### config.mk
export PLATFORM = sky130hd
export DESIGN_NAME = dcache_request_capture
export DESIGN_NICKNAME = d
export VERILOG_FILES = /design/src/logic/dcache_addr_pkg.sv /design/src/logic/dcache_data_pkg.sv /design/src/logic/dcache_request_capture.sv
export SDC_FILE = /design/constraint.sdc
export NUM_CORES = 1
export LEC_CHECK = 0
export BUFFER_PORTS_ARGS = -buffer_cell sky130_fd_sc_hd__buf_2
export CELL_PAD_IN_SITES_DETAIL_PLACEMENT = 1
export CELL_PAD_IN_SITES_GLOBAL_PLACEMENT = 2
export CORE_AREA = 2 2 198 200
export CTS_BUF_LIST = sky130_fd_sc_hd__clkbuf_8 sky130_fd_sc_hd__clkbuf_16
export DETAILED_ROUTE_END_ITERATION = 12
export DIE_AREA = 0 0 200 202
export PLACE_DENSITY = 0.62
export SETUP_SLACK_MARGIN = 0.3
export SLEW_MARGIN = 15
export SYNTH_ARGS = -nofsm -noshare
export SYNTH_HDL_FRONTEND = slang
export SYNTH_SLANG_ARGS = --single-unit
### constraint.sdc
create_clock -name clock -period 0.8 [get_ports clock]
set_input_delay 0.08 -clock clock [delete_from_list [all_inputs] [get_ports clock]]
set_output_delay 0.08 -clock clock [all_outputs]
set_load 0.005 [all_outputs]
### src/logic/dcache_addr_pkg.sv
// address geometry constants, address field struct and packed address union
package dcache_addr_pkg;

  // byte address width
  localparam int ADDR_BITS = 32;

  // 64-bit block, four blocks per line
  localparam int BYTE_BITS = 3;
  localparam int BLOCK_BITS = 2;
  localparam int BLOCKS_PER_LINE = 1 << BLOCK_BITS;

  localparam int SET_BITS = 4;
  localparam int NUM_SETS = 1 << SET_BITS;

  // tag takes whatever is left above the set index
  localparam int TAG_BITS = ADDR_BITS - SET_BITS - BLOCK_BITS - BYTE_BITS;

  typedef struct packed {
    logic [TAG_BITS-1:0]   tag;
    logic [SET_BITS-1:0]   set;
    logic [BLOCK_BITS-1:0] block;
    logic [BYTE_BITS-1:0]  offset;
  } dcache_addr_fields_t;

  // one address word, seen raw or split into its fields
  typedef union packed {
    logic [ADDR_BITS-1:0] raw;
    dcache_addr_fields_t  fields;
  } dcache_addr_t;

endpackage

### src/logic/dcache_data_pkg.sv
// data block width and the value returned on a read miss
package dcache_data_pkg;

  // one cache block
  localparam int WORD_BITS = 64;

  // read data reported when no way hits
  localparam logic [WORD_BITS-1:0] MISS_DATA = '0;

endpackage

### src/logic/dcache_request_capture.sv
// request capture: address decode, request registers and same-set write collision drop
`timescale 1ns/1ps

module dcache_request_capture
  import dcache_addr_pkg::*;
  import dcache_data_pkg::*;
(
  input  logic                  clock,
  input  logic                  reset,
  input  logic                  rd1_strobe,
  input  logic [ADDR_BITS-1:0]  rd1_addr,
  input  logic                  rd2_strobe,
  input  logic [ADDR_BITS-1:0]  rd2_addr,
  input  logic                  wr1_strobe,
  input  logic [ADDR_BITS-1:0]  wr1_addr,
  input  logic [WORD_BITS-1:0]  wr1_data,
  input  logic                  wr2_strobe,
  input  logic [ADDR_BITS-1:0]  wr2_addr,
  input  logic [WORD_BITS-1:0]  wr2_data,
  output logic                  q_rd1_valid,
  output logic [SET_BITS-1:0]   q_rd1_set,
  output logic [BLOCK_BITS-1:0] q_rd1_block,
  output logic [TAG_BITS-1:0]   q_rd1_tag,
  output logic                  q_rd2_valid,
  output logic [SET_BITS-1:0]   q_rd2_set,
  output logic [BLOCK_BITS-1:0] q_rd2_block,
  output logic [TAG_BITS-1:0]   q_rd2_tag,
  output logic                  q_wr1_valid,
  output logic [SET_BITS-1:0]   q_wr1_set,
  output logic [BLOCK_BITS-1:0] q_wr1_block,
  output logic [TAG_BITS-1:0]   q_wr1_tag,
  output logic [WORD_BITS-1:0]  q_wr1_data,
  output logic                  q_wr2_valid,
  output logic [SET_BITS-1:0]   q_wr2_set,
  output logic [BLOCK_BITS-1:0] q_wr2_block,
  output logic [TAG_BITS-1:0]   q_wr2_tag,
  output logic [WORD_BITS-1:0]  q_wr2_data,
  output logic                  wr1_drop
);

  dcache_addr_t rd1_view;
  dcache_addr_t rd2_view;
  dcache_addr_t wr1_view;
  dcache_addr_t wr2_view;
  logic         wr_collide;

  always_comb begin
    rd1_view.raw = rd1_addr;
    rd2_view.raw = rd2_addr;
    wr1_view.raw = wr1_addr;
    wr2_view.raw = wr2_addr;
  end

  // both writes into one set, port 2 wins
  assign wr_collide = wr1_strobe && wr2_strobe &&
                      (wr1_view.fields.set == wr2_view.fields.set);

  // strobes and the drop pulse
  always_ff @(posedge clock) begin
    if (reset) begin
      q_rd1_valid <= 1'b0;
      q_rd2_valid <= 1'b0;
      q_wr1_valid <= 1'b0;
      q_wr2_valid <= 1'b0;
      wr1_drop    <= 1'b0;
    end else begin
      q_rd1_valid <= rd1_strobe;
      q_rd2_valid <= rd2_strobe;
      q_wr1_valid <= wr1_strobe && !wr_collide;
      q_wr2_valid <= wr2_strobe;
      wr1_drop    <= wr_collide;
    end
  end

  // address fields and write data
  always_ff @(posedge clock) begin
    q_rd1_set   <= rd1_view.fields.set;
    q_rd1_block <= rd1_view.fields.block;
    q_rd1_tag   <= rd1_view.fields.tag;
    q_rd2_set   <= rd2_view.fields.set;
    q_rd2_block <= rd2_view.fields.block;
    q_rd2_tag   <= rd2_view.fields.tag;
    q_wr1_set   <= wr1_view.fields.set;
    q_wr1_block <= wr1_view.fields.block;
    q_wr1_tag   <= wr1_view.fields.tag;
    q_wr1_data  <= wr1_data;
    q_wr2_set   <= wr2_view.fields.set;
    q_wr2_block <= wr2_view.fields.block;
    q_wr2_tag   <= wr2_view.fields.tag;
    q_wr2_data  <= wr2_data;
  end

  // requests address whole blocks only
  a_block_aligned: assert property (@(posedge clock) disable iff (reset)
    (!rd1_strobe || rd1_view.fields.offset == '0) &&
    (!rd2_strobe || rd2_view.fields.offset == '0) &&
    (!wr1_strobe || wr1_view.fields.offset == '0) &&
    (!wr2_strobe || wr2_view.fields.offset == '0))
    else $error("strobed address with nonzero byte offset");

endmodule

==> impl_metrics.toml <==
[timing]
hold_viol_final = 2
finalSetupViolCount = 249
fin_crit_sh_pct = 136
worstMarginPinSlew_ns = 0.230
slew_headroom_pct = 84.6
finalCriticalPeriod_ns = 1.09
layout_setup_ws_ns = -0.288
timing.hold.ws_ns = -0.180
fmaxAchievable_mhz = 919
rsz0062_at_grt = "yes"
finalMaxSlewViolations = 0
setup_tns_ns = -62.95

[clock_network]
cts_buffers = 28
path_clk_slew_ns = 0.06
cts_tree = "done"
clock_path_buffers = 3
post-cts-setup-buffer-count = 0
cts_max_level = 1
clock_sinks = 249
cts-root-buf = "clkbuf_16"

[place]
dp_hpwl_mm = 16.5
globalplace.congestion = 0.852
port_buffers = 498

[synth]
synth_edf_count = 0
syn_area_um2 = 5070
syn_avg_cell_area_um2 = 19.4
synthTopCellsByArea = "dfxtp_1 (98%), xor2_1 (0.52%), nor2b_1 (0.37%)"
synth.most_common_cell = "dfxtp_1"
netlist.area_leader.share_pct = 98.2
synth_nets = 523
ys_async_sr_fraction_pct = 0
yosysWarnings = 0
yosysTopAreaCell = "dfxtp_1"
synth_common_cells = "dfxtp_1 (249), nor2b_1 (3), xor2_1 (3)"
synth_cell_type_count = 9
ys_seq_area_share_pct = 98.2
synth_cells = 261
synth_seq_cells = 249
ys.flop_type = "dfxtp_1"

[route]
ant_nets = 0
vias_per_cell = 3.21
drc_errors = 0
drtIter0Drc = 109
dr.pass1.iters = 4
dr_total_vias = 5075
routed_wirelength_mm = 26.3
wl_per_cell_um = 16.7

[finish]
areaGrowthSynthToFinish_pct = 145
drive_above_1_share_pct = 63.3
multi_input_area_um2 = 98.8
finalCoreUtilization_pct = 32.4
fill_cells = 4240
final_nets = 1299
final-seq-area_um2 = 5140

[critical_path]
max_stage_delay_ns = 0.36
start_kind = "register"
crit_buf_inv = 1
cp-end-kind = "output port"
cp_slowest_cell = "dfxtp_2"
crit_path_cell_trace = "buf_6"
critical-path-top-delay-family = "flip-flops"
arrival_ns = 1.01
required_ns = 0.72
cp_max_fo = 1
critical_path_class = "reg -> out"

[grt]
grt_max_degree = 15
grt_overflow_total = 0
grt_pass1_vias = 5840
track_usage_pct = 12.1
grt_first_pass_wirelength_mm = 36.2
antenna_found_initial = 8

[floorplan]
fp.coreArea_um2 = 38300
die_width_um = 200
die_area_um2 = 40400
io_pins = 511
die_y_um = 202
start_util_pct = 13.3
rows = 72

[min_path]
worstHoldEndpoint = "q_wr1_valid"
hold_path_class = "in -> reg"
whs_path_depth = 3
min_from = "wr1_strobe"

[run]
cap_violations = 0

[status]
status = "finished, violations left"
failed_checks = "negative hold slack, negative setup slack"

[power]
power_mw = 29.2
power.density_nw_per_um2 = 2350
irDropWorstVdd_uv = 1480
leakagePower_nw = 5.84
==> through the flow <==
stage / worst slack [ns] / area, um2 / hold slack [ns] / std cells
finish: -0.288 / 12400 / -0.180 / 1579
global route: -0.327 / 12400 / -0.207 / 1579
CTS: -0.322 / 11800 / 0.00980 / 1577
detailed placement: -0.0203 / 8210 / 0.184 / 1277
global placement: -0.0152 / 8210 / 0.182 / 1277
floorplan: 0.168 / 5070 / 0.108 / 261
==> what timing repair did <==
action	CTS	global route
hold buffers	249	5
pin swaps	0	2
setup endpoints to repair	249	252
resized for setup	52	172
cloned	0	0
endpoints found under the hold margin	249	9
==> area by class of cell <==
class / count / area share [%]
Timing Repair Buffer: 746 / 45.0
Sequential cell: 249 / 41.4
Clock buffer: 30 / 5.86
Tap cell: 518 / 5.22
Clock inverter: 21 / 1.64
Multi-Input combinational cell: 11 / 0.796
Antenna cell: 3 / 0.0604
Inverter: 1 / 0.0302
==> state kept, by name, indices dropped and copies added (netlist names), 23 cells and up <==
| name | flops |
|---|---|
| q_rd1_tag | 23 |
| q_wr2_tag | 23 |
| q_wr2_data | 64 |
| q_wr1_data | 64 |
| q_wr1_tag | 23 |
| q_rd2_tag | 23 |
==> layout by cell type (no fill, tap or decap) <==
cell type | Yosys | layout
a311oi_2 | 0 | 1
clkinvlp_4 | 0 | 2
bufinv_16 | 0 | 3
xor2_1 | 3 | 3
buf_6 | 0 | 98
dfxtp_1 | 249 | 126
buf_2 | 0 | 400
dlymetal6s4s_1 | 0 | 1
clkbuf_8 | 0 | 2
nor2_1 | 1 | 1
nor2b_1 | 3 | 3
inv_8 | 0 | 1
clkinv_2 | 0 | 7
and4_1 | 1 | 1
clkinv_4 | 0 | 2
clkinv_8 | 0 | 1
dlygate4sd3_1 | 0 | 247
dfxtp_2 | 0 | 123
inv_1 | 1 | 6
diode_2 | 0 | 3
xnor2_2 | 0 | 1
clkbuf_16 | 0 | 28
nor3_2 | 1 | 1
==> where the power goes <==
part	total (mW)	leakage (nW)	switching [mW]	internal (mW)
Combinational	2.87	3.26	0.925	1.95
Clock	12.9	0.477	5.35	7.57
Sequential	13.4	2.10	0.248	13.1
Total	29.2	5.84	6.52	22.7
==> how the worst max path moves through the flow <==
stage / startpoint / end / slack, ns / cells past startpoint
floorplan: wr2_addr[7] / wr1_drop / 0.17 / 3
global route: q_wr1_data[0] / q_wr1_data[0] / -0.33 / 1
detailed placement: wr2_addr[7] / wr1_drop / -0.02 / 4
finish: q_wr1_data[0] / q_wr1_data[0] / -0.29 / 1
CTS: q_wr1_data[47] / q_wr1_data[47] / -0.32 / 1
global placement: wr2_addr[7] / wr1_drop / -0.02 / 4
==> cells by family after synthesis <==
kind of cell	share of synthesized area, %
compound gates	0.173
buf+inv	0.0739
simple gates	0.814
xor+xnor	0.691
flops	98.2
==> per-layer routing <==
metal / global-route usage, % / routed length, um
met2: 22.2 / 14300
met1: 13.1 / 9370
met3: 3.32 / 1820
met5: 0 / 45
met4: 5.00 / 834
Power figures use the tool's default switching activity.
