File: src/logic/dcache_addr_pkg.sv
// address geometry constants, address field struct and packed address union
package dcache_addr_pkg;

  // byte address width
  localparam int ADDR_BITS = 32;

  // 64-bit block, four blocks per line
  localparam int BYTE_BITS = 3;
  localparam int BLOCK_BITS = 2;
  localparam int BLOCKS_PER_LINE = 1 << BLOCK_BITS;

  localparam int SET_BITS = 4;
  localparam int NUM_SETS = 1 << SET_BITS;

  // tag takes whatever is left above the set index
  localparam int TAG_BITS = ADDR_BITS - SET_BITS - BLOCK_BITS - BYTE_BITS;

  typedef struct packed {
    logic [TAG_BITS-1:0]   tag;
    logic [SET_BITS-1:0]   set;
    logic [BLOCK_BITS-1:0] block;
    logic [BYTE_BITS-1:0]  offset;
  } dcache_addr_fields_t;

  // one address word, seen raw or split into its fields
  typedef union packed {
    logic [ADDR_BITS-1:0] raw;
    dcache_addr_fields_t  fields;
  } dcache_addr_t;

endpackage

File: src/logic/dcache_victim_select.sv
// victim selection: per-set round-robin pointers, write enables and allocate flags
`timescale 1ns/1ps

module dcache_victim_select
  import dcache_addr_pkg::*;
#(
  parameter int NUM_WAYS = 4
) (
  input  logic                clock,
  input  logic                reset,
  input  logic                q_wr1_valid,
  input  logic [SET_BITS-1:0] q_wr1_set,
  input  logic [NUM_WAYS-1:0] wr1_hits,
  input  logic                q_wr2_valid,
  input  logic [SET_BITS-1:0] q_wr2_set,
  input  logic [NUM_WAYS-1:0] wr2_hits,
  output logic [NUM_WAYS-1:0] wr1_we,
  output logic                wr1_alloc,
  output logic [NUM_WAYS-1:0] wr2_we,
  output logic                wr2_alloc
);

  localparam int WAY_BITS = (NUM_WAYS > 1) ? $clog2(NUM_WAYS) : 1;

  logic [WAY_BITS-1:0] rr_ptr [NUM_SETS];

  function automatic logic [NUM_WAYS-1:0] way_onehot(input logic [WAY_BITS-1:0] way);
    logic [NUM_WAYS-1:0] result;
    result = '0;
    result[way] = 1'b1;
    return result;
  endfunction

  // wraps at NUM_WAYS, which need not be a power of two
  function automatic logic [WAY_BITS-1:0] advance(input logic [WAY_BITS-1:0] ptr);
    return (ptr == WAY_BITS'(NUM_WAYS - 1)) ? '0 : ptr + 1'b1;
  endfunction

  // a miss allocates the way under the pointer
  assign wr1_alloc = q_wr1_valid && (wr1_hits == '0);
  assign wr2_alloc = q_wr2_valid && (wr2_hits == '0);

  assign wr1_we = wr1_alloc ? way_onehot(rr_ptr[q_wr1_set]) : wr1_hits;
  assign wr2_we = wr2_alloc ? way_onehot(rr_ptr[q_wr2_set]) : wr2_hits;

  always_ff @(posedge clock) begin
    if (reset) begin
      for (int s = 0; s < NUM_SETS; s++) begin
        rr_ptr[s] <= '0;
      end
    end else begin
      if (wr1_alloc) begin
        rr_ptr[q_wr1_set] <= advance(rr_ptr[q_wr1_set]);
      end
      if (wr2_alloc) begin
        rr_ptr[q_wr2_set] <= advance(rr_ptr[q_wr2_set]);
      end
    end
  end

  // a tag lives in at most one way of a set
  a_wr_hits_onehot: assert property (@(posedge clock) disable iff (reset)
    $onehot0(wr1_hits) && $onehot0(wr2_hits))
    else $error("write hit in more than one way");

endmodule

File: config.mk
export PLATFORM = sky130hd
export DESIGN_NAME = dcache_victim_select
export DESIGN_NICKNAME = d
export VERILOG_FILES = /design/src/logic/dcache_addr_pkg.sv /design/src/logic/dcache_victim_select.sv
export SDC_FILE = /design/constraint.sdc
export NUM_CORES = 1
export LEC_CHECK = 0
export ABC_AREA = 1
export ABC_CLOCK_PERIOD_IN_PS = 1900
export BUFFER_PORTS_ARGS = -buffer_cell sky130_fd_sc_hd__buf_2
export CAP_MARGIN = 20
export CORE_MARGIN = 4
export CORE_UTILIZATION = 40
export DETAILED_ROUTE_END_ITERATION = 8
export PLACE_DENSITY_LB_ADDON = 0.25
export SETUP_SLACK_MARGIN = 0.02
export SLEW_MARGIN = 20
export SYNTH_ARGS = -nofsm -noshare
export SYNTH_HDL_FRONTEND = slang
export SYNTH_SLANG_ARGS = --single-unit
export TNS_END_PERCENT = 50
File: constraint.sdc
create_clock -name clock -period 1.9 [get_ports clock]
set_input_delay 0 -clock clock [delete_from_list [all_inputs] [get_ports clock]]
set_output_delay 0 -clock clock [all_outputs]
set_load 0.005 [all_outputs]
==> results.txt <==
----------------------------------------------------
[Power]
  Int Pwr ... about 1.3 mW
  LEAKAGE ... approximately 1.8 nW
  Logic gate share of total power ... between 30% and 40%
  Switching power total ... about 600 uW
  Worst vdd rail ir drop ... roughly 340 uV
  Part of the total power dissipated in the clock network ... a little over a quarter
  Power density cells ... roughly 540 nW/um^2
  Switching Fraction ... around a third
  Final Power ... ~1.9 mW
  Flop pwr share ... 43.4%

[Synth]
  Avg Synthesized Cell Area ... about 6.6 sq um
  Post-synthesis register bit count ... 32
  Count of cell types in the netlist ... 27
  Post-synth design cell area ... around 2800 sq um
  Flip-flop cell with the highest count after synthesis ... sky130_fd_sc_hd__edfxtp_1
  Dominant cells by area after synthesis ... sky130_fd_sc_hd__edfxtp_1 35%, sky130_fd_sc_hd__nand2_1 23%, sky130_fd_sc_hd__inv_1 8.3%, sky130_fd_sc_hd__nor2_1 6.2%, sky130_fd_sc_hd__a22oi_1 4.3%
  Share of synthesized registers carrying an async set or reset ... 0%
  Synth top area share ... between 30% and 40%
  Fraction of the yosys area taken by sequential cells ... between 30% and 40%
  Most frequent cell after synthesis ... sky130_fd_sc_hd__nand2_1
  Number of enable flip-flop cells after synthesis ... 32
  Post-Synthesis Net Count ... between 400 and 500
  Cell taking the most area after synthesis ... sky130_fd_sc_hd__edfxtp_1
  Total of warnings raised by yosys ... 0
  Mapped Cells ... about 420
  Top post-synthesis cells by count ... 173 x sky130_fd_sc_hd__nand2_1, 61 x sky130_fd_sc_hd__inv_1, 46 x sky130_fd_sc_hd__nor2_1, 32 x sky130_fd_sc_hd__edfxtp_1, 19 x sky130_fd_sc_hd__nand3_1

[Clock tree]
  Number of buffers on the longest clock path ... 2
  Clock root buffer ... sky130_fd_sc_hd__clkbuf_8
  Clk Latency, worst-skew pair ... a little under 0.3 ns
  Num CTS Buffers ... 5
  Max H-tree Level ... 2
  CTS tree ... done
  CTS clk-pin slew, worst paths ... about 0.06 ns
  Number of buffers added to fix hold violations after cts ... 0
  CTS sink cnt ... 32

[STA]
  Post-layout min period ... between 1.5 and 2 ns
  Relative slew slack ... 71.90%
  Max-slew violation count ... 0
  Tcrit/Tclk final ... 100.3%
  Highest clock frequency the design can meet ... 525.0 MHz
  Clock Skew ... between 0.003 and 0.004 ns
  Number of endpoints failing setup at the final stage ... 5
  Number of hold violations in the final report ... 0
  Least-Margin Pin Slew ... between 0.4 and 0.5 ns
  Smallest setup slack after layout ... -0.004804 ns
  Setup repair after global routing missed its margin ... yes

[Floorplanning]
  Row Count ... 30
  Die width ... 91.22 microns
  Die extent in y ... a little over 90 microns
  Core region area ... 6756 sq um
  Total Die Area ... around 8300 sq um
  I/O pin cnt ... 30
  Starting density of the core ... 41.00%

[Worst hold path]
  Number of instances on the worst hold path ... 3
  Class of the tightest hold or removal check ... primary input to flop
  Min-Delay Startpoint ... reset
  Sink of the worst hold path ... rr_ptr[6][0]

[Setup path]
  Stage delay of the slowest cell on the critical path ... about 0.44 ns
  Path type of the worst setup path ... flop to flop
  Critical Path RT ... just under 2 ns
  Cell class contributing the biggest share of worst-path delay ... simple AND/OR/NAND/NOR gates
  Cell breakdown of the critical path ... nand2_1 > nand2_1 > nand2_1 > nand2_1 > nand2_1 > nand2_2 > nor2_4 > ha_1 > inv_2 > clkbuf_16 > o21ai_0
  Worst R2R Path Depth ... 11
  Kind of end point of the critical path ... flop
  Worst r2r dst ... rr_ptr[3][1]
  Worst R2R Start ... rr_ptr[13][0]
  Sum of buffers and inverters on the critical path ... 2
  Biggest fanout along the worst timing path ... 8
  Worst Path Arrival ... between 1.5 and 2 ns
  Critical path launch point type ... flop
  Max stage delay cell, worst path ... sky130_fd_sc_hd__edfxtp_1
  Most used cell, CP ... sky130_fd_sc_hd__nand2_1
  Register-to-register setup slack ... -0.005 ns

[Route]
  First-iteration detailed-routing DRC count ... 369
  Detailed-route vias per instance ... approximately 5.3
  Post-detailed-route wirelength per cell ... around 15 microns
  Detailed-route via count ... between 2000 and 3000
  Number of nets with antenna violations after routing ... 0
  DR DRC count ... 0
  Detailed-route wire length ... 8743 microns
  First drt pass iteration count ... 6

[Status]
  Violated checks ... setup timing
  Run status ... finished with violations

[Layout]
  Register with the highest flop count ... rr_ptr
  Number of antenna repair diodes ... 0
  Max reg flops ... 32
  Top Registers ... rr_ptr x32
  Fill cell instance count of the final layout ... around 670
  Number of nets in the finished design ... between 500 and 600
  Synth-to-Final Area Change ... 26.33%
  Share of post-route cells with drive strength above 1 ... 24.12%
  Layout Utilization ... between 50% and 60%
  Fin cells ... 565
  Post-route standard cell area excluding fillers ... around 3500 sq um

[Global routing]
  Via count of the first global-routing pass ... around 2700
  Antenna violations before repair ... 0
  Final global-route overflow total ... 0
  First-pass GRT wire length ... approximately 14000 microns
  Overall global routing resource usage ... a little over a fifth
  Pin count of the biggest net entering global routing ... 17

[Placement]
  Count of input and output buffers ... 29
  Pre-CTS worst setup slack ... -0.01698 ns
  Total placed cells including tap cells ... about 550
  Half-perimeter wire length after detailed placement ... 6755 microns
  Routability congestion estimate from global placement ... 0.9316
  Post-placement cell area ... around 3200 sq um

[Flow run]
  Total of max-cap violations ... 0

----------------------------------------------------
## metrics by stage
stage | hold WS, ns | TNS [ns]
2_1_floorplan | 0.07282 | 0
3_3_place_gp | 0.2583 | 0
3_5_place_dp | 0.2646 | -0.01698
4_1_cts | 0.1597 | 0
5_1_grt | 0.1920 | -1.605
6_report | 0.1561 | -0.009409
## power by group through the flow
stage          registers (mW)  clock network [mW]  logic [mW]
2_1_floorplan           0.824                   0       0.269
3_3_place_gp            0.835                   0       0.462
3_5_place_dp            0.835                   0       0.464
4_1_cts                 0.820               0.502       0.498
5_1_grt                 0.823               0.524       0.612
6_report                0.821               0.500       0.571
## final cells by class
cell class                      instances  area [sq um]  area share [%]
Tap cell                               80         100.1           2.860
Multi-Input combinational cell        315          1604           45.83
Clock inverter                          1         5.005          0.1430
Inverter                               64         247.7           7.079
Clock buffer                            6         72.57           2.074
Timing Repair Buffer                   67         509.2           14.55
Sequential cell                        32         960.9           27.46
## worst min-delay path: stages
cell and delay [ns]:
sky130_fd_sc_hd__buf_2 0.16, sky130_fd_sc_hd__nor2_1 0.06, sky130_fd_sc_hd__nand2_1 0.09
## routing by layer
| metal | GRT usage (%) | share of wire (%) |
|---|---|---|
| met1 | 29.32 | 43 |
| met2 | 33.35 | 45 |
| met3 | 2.900 | 9.5 |
| met4 | 5.779 | 2.6 |
| met5 | 0 | 0 |
## kinds of logic after synthesis
family                   share of synthesized area [%]
flip-flops                                       34.69
AND/OR/NAND/NOR                                  39.75
buffers and inverters                            11.16
AO/OA/AOI/OAI                                    10.80
adder cells (fa/ha/maj)                          3.614
## worst max path at each step
stage	cells past startpoint	endpoint	startpoint	slack, ns
floorplan	13	rr_ptr[8][1]	rr_ptr[8][0]	0.03
global placement	9	rr_ptr[15][1]	rr_ptr[8][1]	0.03
detailed placement	9	rr_ptr[15][1]	rr_ptr[9][1]	-0.02
CTS	11	rr_ptr[15][1]	rr_ptr[15][0]	0.01
global route	9	rr_ptr[11][1]	rr_ptr[11][1]	-0.09
finish	11	rr_ptr[3][1]	rr_ptr[13][0]	-0.005
## cell usage in the layout, fill, tap and decap left out, types with 3 or more instances in the layout
cell,instances
sky130_fd_sc_hd__nor2_1,46
sky130_fd_sc_hd__buf_2,27
sky130_fd_sc_hd__nand3_1,19
sky130_fd_sc_hd__nand3b_1,5
sky130_fd_sc_hd__buf_4,31
sky130_fd_sc_hd__inv_1,55
sky130_fd_sc_hd__a22oi_1,14
sky130_fd_sc_hd__o21ai_0,7
sky130_fd_sc_hd__o21ai_1,10
sky130_fd_sc_hd__clkbuf_8,5
sky130_fd_sc_hd__nand2_1,165
sky130_fd_sc_hd__o21ai_2,4
sky130_fd_sc_hd__nand4_1,3
sky130_fd_sc_hd__buf_6,5
sky130_fd_sc_hd__inv_2,7
sky130_fd_sc_hd__o211ai_1,5
sky130_fd_sc_hd__nand2_2,18
sky130_fd_sc_hd__edfxtp_1,32
sky130_fd_sc_hd__ha_4,5
sky130_fd_sc_hd__buf_12,3
## repair_timing
item,CTS,global route
resized for setup,13,26
endpoints found under the setup margin,26,38
cloned,0,1
buffers inserted,4,0
pin swaps,13,16
Note: power is estimated with default switching activity, not from simulation.
