$ cat src/logic/dcache_data_pkg.sv
// data block width and the value returned on a read miss
package dcache_data_pkg;

  // one cache block
  localparam int WORD_BITS = 64;

  // read data reported when no way hits
  localparam logic [WORD_BITS-1:0] MISS_DATA = '0;

endpackage

$ cat src/logic/dcache_read_result.sv
// read result: hit way encode, block select and registered done, hit and data
`timescale 1ns/1ps

module dcache_read_result
  import dcache_data_pkg::*;
#(
  parameter int NUM_WAYS = 4
) (
  input  logic                          clock,
  input  logic                          reset,
  input  logic                          q_rd1_valid,
  input  logic [NUM_WAYS-1:0]           rd1_hits,
  input  logic [NUM_WAYS*WORD_BITS-1:0] rd1_way_data,
  input  logic                          q_rd2_valid,
  input  logic [NUM_WAYS-1:0]           rd2_hits,
  input  logic [NUM_WAYS*WORD_BITS-1:0] rd2_way_data,
  output logic                          rd1_done,
  output logic                          rd1_hit,
  output logic [WORD_BITS-1:0]          rd1_data,
  output logic                          rd2_done,
  output logic                          rd2_hit,
  output logic [WORD_BITS-1:0]          rd2_data
);

  localparam int WAY_BITS = (NUM_WAYS > 1) ? $clog2(NUM_WAYS) : 1;

  logic [WAY_BITS-1:0]  rd1_way;
  logic [WAY_BITS-1:0]  rd2_way;
  logic [WORD_BITS-1:0] rd1_sel;
  logic [WORD_BITS-1:0] rd2_sel;

  // lowest hitting way wins
  function automatic logic [WAY_BITS-1:0] hit_index(input logic [NUM_WAYS-1:0] hits);
    logic [WAY_BITS-1:0] index;
    index = '0;
    for (int w = NUM_WAYS - 1; w >= 0; w--) begin
      if (hits[w]) begin
        index = WAY_BITS'(w);
      end
    end
    return index;
  endfunction

  assign rd1_way = hit_index(rd1_hits);
  assign rd2_way = hit_index(rd2_hits);

  assign rd1_sel = (|rd1_hits) ? rd1_way_data[rd1_way*WORD_BITS +: WORD_BITS] : MISS_DATA;
  assign rd2_sel = (|rd2_hits) ? rd2_way_data[rd2_way*WORD_BITS +: WORD_BITS] : MISS_DATA;

  always_ff @(posedge clock) begin
    if (reset) begin
      rd1_done <= 1'b0;
      rd1_hit  <= 1'b0;
      rd2_done <= 1'b0;
      rd2_hit  <= 1'b0;
    end else begin
      rd1_done <= q_rd1_valid;
      rd1_hit  <= q_rd1_valid && (|rd1_hits);
      rd2_done <= q_rd2_valid;
      rd2_hit  <= q_rd2_valid && (|rd2_hits);
    end
  end

  // data only matters alongside done
  always_ff @(posedge clock) begin
    rd1_data <= rd1_sel;
    rd2_data <= rd2_sel;
  end

  a_rd_hits_onehot: assert property (@(posedge clock) disable iff (reset)
    $onehot0(rd1_hits) && $onehot0(rd2_hits))
    else $error("read hit in more than one way");

endmodule

$ cat config.mk
export PLATFORM = sky130hd
export DESIGN_NAME = dcache_read_result
export DESIGN_NICKNAME = d
export VERILOG_FILES = /design/src/logic/dcache_data_pkg.sv /design/src/logic/dcache_read_result.sv
export SDC_FILE = /design/constraint.sdc
export NUM_CORES = 1
export LEC_CHECK = 0
export ABC_AREA = 1
export BUFFER_PORTS_ARGS = -buffer_cell sky130_fd_sc_hd__buf_2
export CAP_MARGIN = 10
export CORE_AREA = 3 3 257 259
export CTS_BUF_LIST = sky130_fd_sc_hd__clkbuf_4 sky130_fd_sc_hd__clkbuf_8
export CTS_CLUSTER_SIZE = 28
export DETAILED_ROUTE_END_ITERATION = 7
export DIE_AREA = 0 0 260 262
export SYNTH_ARGS = -nofsm -noshare
export SYNTH_HDL_FRONTEND = slang
export SYNTH_SLANG_ARGS = --single-unit
$ cat constraint.sdc
create_clock -name clock -period 1.2 [get_ports clock]
set_input_delay 0.12 -clock clock [delete_from_list [all_inputs] [get_ports clock]]
set_output_delay 0.12 -clock clock [all_outputs]
set_load 0.005 [all_outputs]
==> reports/metrics.cfg, run 1 <==
[worst_setup_path]
critPathMaxStageDelay_ns = 0.56
worstPathMaxFanout = 45
cp.required_ns = 1.62
crit_family = buffers and inverters
cp.arrival_ns = 1.70
start_kind = input port
crit_chain = buf_2, inv_1, nand2_2, nand2_4, buf_12, buf_12, nand3b_1, nand3_1, dlygate4sd3_1, a21oi_1
path_buf_inv = 5
cp-end-kind = flop
cp_common_cell = buf_12
cp_slowest_cell = dlygate4sd3_1
worst-setup-path-type = input port to flop

[yosys]
synthMuxAreaShare_pct = 0
synth_nets = 2088
ys_seq_area_share_pct = 28.0
yosysWarnings = 0
yosysTopAreaCell = dfxtp_1
syn_inst = 1564
ys_ff_latch = 132
synthAdderAreaFrac_pct = 0
synth_top_family_by_area = simple AND/OR/NAND/NOR gates
avgSynthCellArea_um2 = 6.03
synthXorXnorAreaFrac_pct = 0
yosysUniqueCellTypes = 17
synthSimpleGateAreaFrac_pct = 41.7
synth_top_area_share_pct = 28.0
synth_compound_area_share_pct = 6.79
yosys-top-cells-area = dfxtp_1 28%, nand3_1 20%, inv_1 15%, nand2_1 10%, nand3b_1 10%
synth_area_um2 = 9440

[sta]
final-setup-viol-count = 21
post-route-period-util_pct = 107
hold_slack_ns = 0.0235
hold_violations = 0
drv_slew = 0
relSlewSlack_pct = 72.9
worst_pin_slew_ns = 0.405
rsz0062_at_grt = true
fin_ws_ns = -0.0802
period_needed_ns = 1.28
fmax_ghz = 0.781

[pwr]
p_leak_nw = 10.8
finalPower_mw = 16.1
p_per_area_nw_per_um2 = 809
peakVddDrop_mv = 0.738

[drt]
drtIter0Drc = 1673
via_per_inst = 4.36
drc = 0
wire_per_inst_um = 16.2
first_pass_iters = 7
drt_wl_total_mm = 58.0
antenna_left = 0
num_vias = 15557

[clock_network]
cts_sinks = 132
h-tree-depth = 4
cts-root-buf = clkbuf_8
clk_path_buf_depth = 2
cts_tree = yes
path_clk_slew_ns = 0.08
cts_made_buffers = 17

[global_routing]
grt_pass1_wl_mm = 83.4
first_global_vias = 15390
antenna_found_initial = 7
grt_util_all_layers_pct = 15.8
grt-ovfl-total = 0
grt_max_degree = 60

[placed_design]
place_inst = 3052
numPortBuffers = 655
placed_area_um2 = 14300
gp_congestion = 0.987
dp_hpwl_mm = 38.0

[job]
maxCapViolCount = 0

[floorplanning]
die_area_um2 = 68100
fp.dieW_um = 260
rows = 93
ios = 656
die_h_um = 262
initial_core_util_pct = 14.7
core_area_um2 = 64100

[run_status]
status = finished, violations left
violations = negative setup slack

[final_layout]
mostFrequentLayoutCell = buf_2
final_cells = 3572
area_growth_syn_to_layout_pct = 111
fin_nets = 3224
drive_above_1_share_pct = 31.2
stdcell_area_um2 = 20000
final_cell_mix = 640 x buf_2, 458 x dlygate4sd3_1, 388 x inv_1

[worst_hold_path]
min_to = rd1_data[16]
hp-class = input port to flop
whs_path_depth = 5
worstHoldStart = rd1_way_data[80]

[cell families (layout without fill, tap and decap cells)]
kind of cell           count (synthesis)  count (layout)
and+or+nand+nor                      784             784
buffers and inverters                520            1669
DFF                                  132             132
AOI/OAI and AO/OA                    128             128
other                                  0               4
[state kept, by name, summed over array words and instances, names as in the netlist]
| signal | count |
|---|---|
| rd1_data | 64 |
| rd2_done | 1 |
| rd1_hit | 1 |
| rd1_done | 1 |
| rd2_data | 64 |
| rd2_hit | 1 |
[cells in the mapped netlist]
library cell / number
nand2_4: 1
nor2_1: 4
nand3_1: 384
dfxtp_1: 132
nand2_2: 2
clkbuf_1: 3
nor3_2: 1
nand2_1: 259
inv_2: 7
nand3_2: 2
buf_6: 14
a21oi_1: 128
buf_4: 9
buf_2: 98
nor3_1: 3
nand3b_1: 128
inv_1: 389
[cell type report]
cell class	instances	area [um^2]
Antenna cell	4	10.0
Clock buffer	21	283
Clock inverter	11	196
Fill cell	6590	44200
Inverter	396	1500
Multi-Input combinational cell	912	4680
Sequential cell	132	2680
Tap cell	855	1070
Timing Repair Buffer	1241	9540
[metal layers]
metal	wire, um	up-vias	GRT usage, %	part of all wire [%]
li1	-	7128	-	-
met1	21500	6942	17.9	37
met4	3750	2	9.98	6.5
met3	5410	371	4.91	9.3
met5	13	-	0	0.022
met2	27400	1114	25.9	47
[power by group]
part | switching [mW] | internal, mW
Sequential | 0.180 | 4.94
Combinational | 2.74 | 3.38
Clock | 2.23 | 2.67
[worst max path at each step]
stage / startpoint / to / cells past startpoint
5_1_grt: rd1_hits[2] / rd1_data[28] / 10
6_report: rd1_hits[2] / rd1_data[28] / 10
3_5_place_dp: rd2_hits[2] / rd2_data[49] / 8
3_3_place_gp: rd2_hits[2] / rd2_data[49] / 8
2_1_floorplan: rd1_hits[2] / rd1_data[10] / 6
4_1_cts: rd2_data[20] / rd2_data[20] / 1
[stage by stage]
step	setup slack (ns)	TNS [ns]	utilization (%)
final	-0.0802	-0.784	31.1
after global routing	-0.106	-0.963	31.1
after CTS	-0.0344	-0.135	30.7
after detailed placement	-0.412	-21.89	22.3
after global placement	-0.424	-22.40	22.3
after floorplan	0.241	0	-
[worst min-delay path, stage by stage]
cell,delay (ns)
buf_2,0.10
inv_1,0.05
nand3_1,0.07
nand3_1,0.10
a21oi_2,0.06
[repair_timing]
action | CTS | global route
hold endpoints to repair | 132 | 4
gates resized for setup | 33 | 67
gates cloned | 0 | 3
setup endpoints to repair | 21 | 67
pin swaps | 0 | 2
hold buffers | 486 | 4
buffers inserted | 0 | 0
Power figures use the tool's default switching activity.
==> run 2: changes to the inputs <==
- SKIP_CTS_REPAIR_TIMING: not set -> 1
==> run 2 against run 1 <==
- the run ends with negative hold slack, negative setup slack left
- non-clock buffer count shrank 35
- sequential cell count is the same
- power down 1.9%
- largest cell class unchanged
- fmax is 6.0% higher
- cell count down 1.0%
- critical path depth down 3
- critical endpoint is now rd1_data[17]
- first-iteration DRC count decreased by 6.9%
- worst hold slack lost 0.049 ns
==> reports/metrics.cfg, run 2 (synthesized netlist as in run 1, its figures left out) <==
[run_status]
status = finished, violations left
violations = negative hold slack, negative setup slack

[placed_design]
placed_area_um2 = 14300  ; unchanged
gp_congestion = 0.987  ; unchanged
place_inst = 3052  ; unchanged
numPortBuffers = 655  ; unchanged
dp_hpwl_mm = 38.0  ; unchanged
preCtsSetupSlack_ns = -0.412  ; unchanged

[floorplanning]
ios = 656  ; unchanged
core_area_um2 = 64100  ; unchanged
die_h_um = 262  ; unchanged
fp.dieW_um = 260  ; unchanged
rows = 93  ; unchanged
die_area_um2 = 68100  ; unchanged
initial_core_util_pct = 14.7  ; unchanged

[final_layout]
fin_nets = 3189  ; -1.1%
drive_above_1_share_pct = 30.7  ; -0.49 points
area_growth_syn_to_layout_pct = 105
stdcell_area_um2 = 19400  ; -3.0%
final_cell_mix = 643 x buf_2, 449 x dlygate4sd3_1, 389 x inv_1
reg_top3 = rd1_data x64, rd2_data x64
final_cells = 3536  ; -1.0%
fin_util_pct = 30.2  ; -0.93 points
mostFrequentLayoutCell = buf_2

[drt]
first_pass_iters = 7  ; unchanged
via_per_inst = 4.31  ; -0.93%
drtIter0Drc = 1557  ; -6.9%
drc = 0  ; unchanged
wire_per_inst_um = 16.0  ; -1.6%
num_vias = 15257  ; -1.9%
drt_wl_total_mm = 56.5  ; -2.6%
antenna_left = 0  ; unchanged

[global_routing]
grt-ovfl-total = 0  ; unchanged
grt_max_degree = 60  ; unchanged
grt_pass1_wl_mm = 67.1  ; -19%
antenna_found_initial = 5  ; -2
first_global_vias = 11371  ; -26%
grt_util_all_layers_pct = 13.1  ; -2.7 points

[sta]
post-route-period-util_pct = 101  ; -6.1 points
hold_slack_ns = -0.0256  ; -0.0491 ns
tns_ns = -0.00741  ; +0.776 ns
period_needed_ns = 1.21  ; -0.0728 ns
relSlewSlack_pct = 75.7  ; +2.8 points
worst_pin_slew_ns = 0.363  ; -0.0420 ns
rsz0062_at_grt = true
fmax_ghz = 0.828  ; +6.0%
hold_violations = 1  ; +1
final-setup-viol-count = 1  ; -95%
fin_ws_ns = -0.00741  ; +0.0728 ns
drv_slew = 0  ; unchanged

[clock_network]
cts-root-buf = clkbuf_8
cts_tree = yes
clk_path_buf_depth = 2  ; unchanged
cts_made_buffers = 17  ; unchanged
cts_sinks = 132  ; unchanged
path_clk_slew_ns = 0.08  ; about the same
h-tree-depth = 4  ; unchanged

[worst_setup_path]
cp-end-kind = flop
start_kind = input port
cp.required_ns = 1.66  ; +0.04 ns
cp.arrival_ns = 1.67  ; -0.03 ns
worstPathMaxFanout = 1  ; -98%
worst-setup-path-type = input port to flop

[worst_hold_path]
hp-class = input port to flop
whs_path_depth = 4  ; -1
min_to = rd2_data[31]
worstHoldStart = rd2_way_data[223]

[pwr]
p_leak_nw = 10.5  ; -2.6%
finalPower_mw = 15.8  ; -1.9%
p_per_area_nw_per_um2 = 818  ; +1.1%
peakVddDrop_mv = 0.748  ; +1.3%

[job]
maxCapViolCount = 0  ; unchanged

run 2: cell count changes in the layout (fill, tap and decap cells not counted), sizes merged:
| cell | delta |
|---|---|
| dlygate4sd3 | -9 |
| dlymetal6s4s | -23 |
| clkbuf | -3 |
| diode | -1 |
run 2: layout make-up:
cell class	count	area (um^2)
Clock inverter	11	196
Sequential cell	132	2680
Fill cell	6669	44800
Timing Repair Buffer	1206	9030
Tap cell	855	1070
Multi-Input combinational cell	912	4610
Antenna cell	3	7.51
Inverter	396	1490
Clock buffer	21	283
run 2: report_power, final:
group | internal (mW) | switching, mW
logic | 3.14 | 2.65
clock network | 2.67 | 2.26
registers | 4.94 | 0.176
run 2: how the worst max path moves through the flow:
| stage | end | slack [ns] | startpoint |
|---|---|---|---|
| after CTS | rd2_data[0] | -0.12 | rd2_data[0] |
| after global placement | rd2_data[49] | -0.42 | rd2_hits[2] |
| final | rd1_data[17] | -0.007 | rd1_way_data[17] |
| after global routing | rd2_data[20] | -0.05 | rd2_data[20] |
| after detailed placement | rd2_data[49] | -0.41 | rd2_hits[2] |
| after floorplan | rd1_data[10] | 0.24 | rd1_hits[2] |
run 2: worst max-delay path: stages:
cell and delay (ns):
dlygate4sd3_1 0.53, buf_2 0.11, inv_1 0.04, nand2_1 0.06, nand3_1 0.06, dlygate4sd3_1 0.57
a21oi_1 0.17
run 2: metal layers:
layer / global-route usage [%] / part of all wire [%] / vias to the layer above
li1: - / - / 7050
met1: 16.7 / 38 / 6854
met2: 20.6 / 48 / 1035
met3: 4.04 / 9.2 / 314
met4: 5.19 / 5.3 / 4
met5: 0 / 0.048 / -
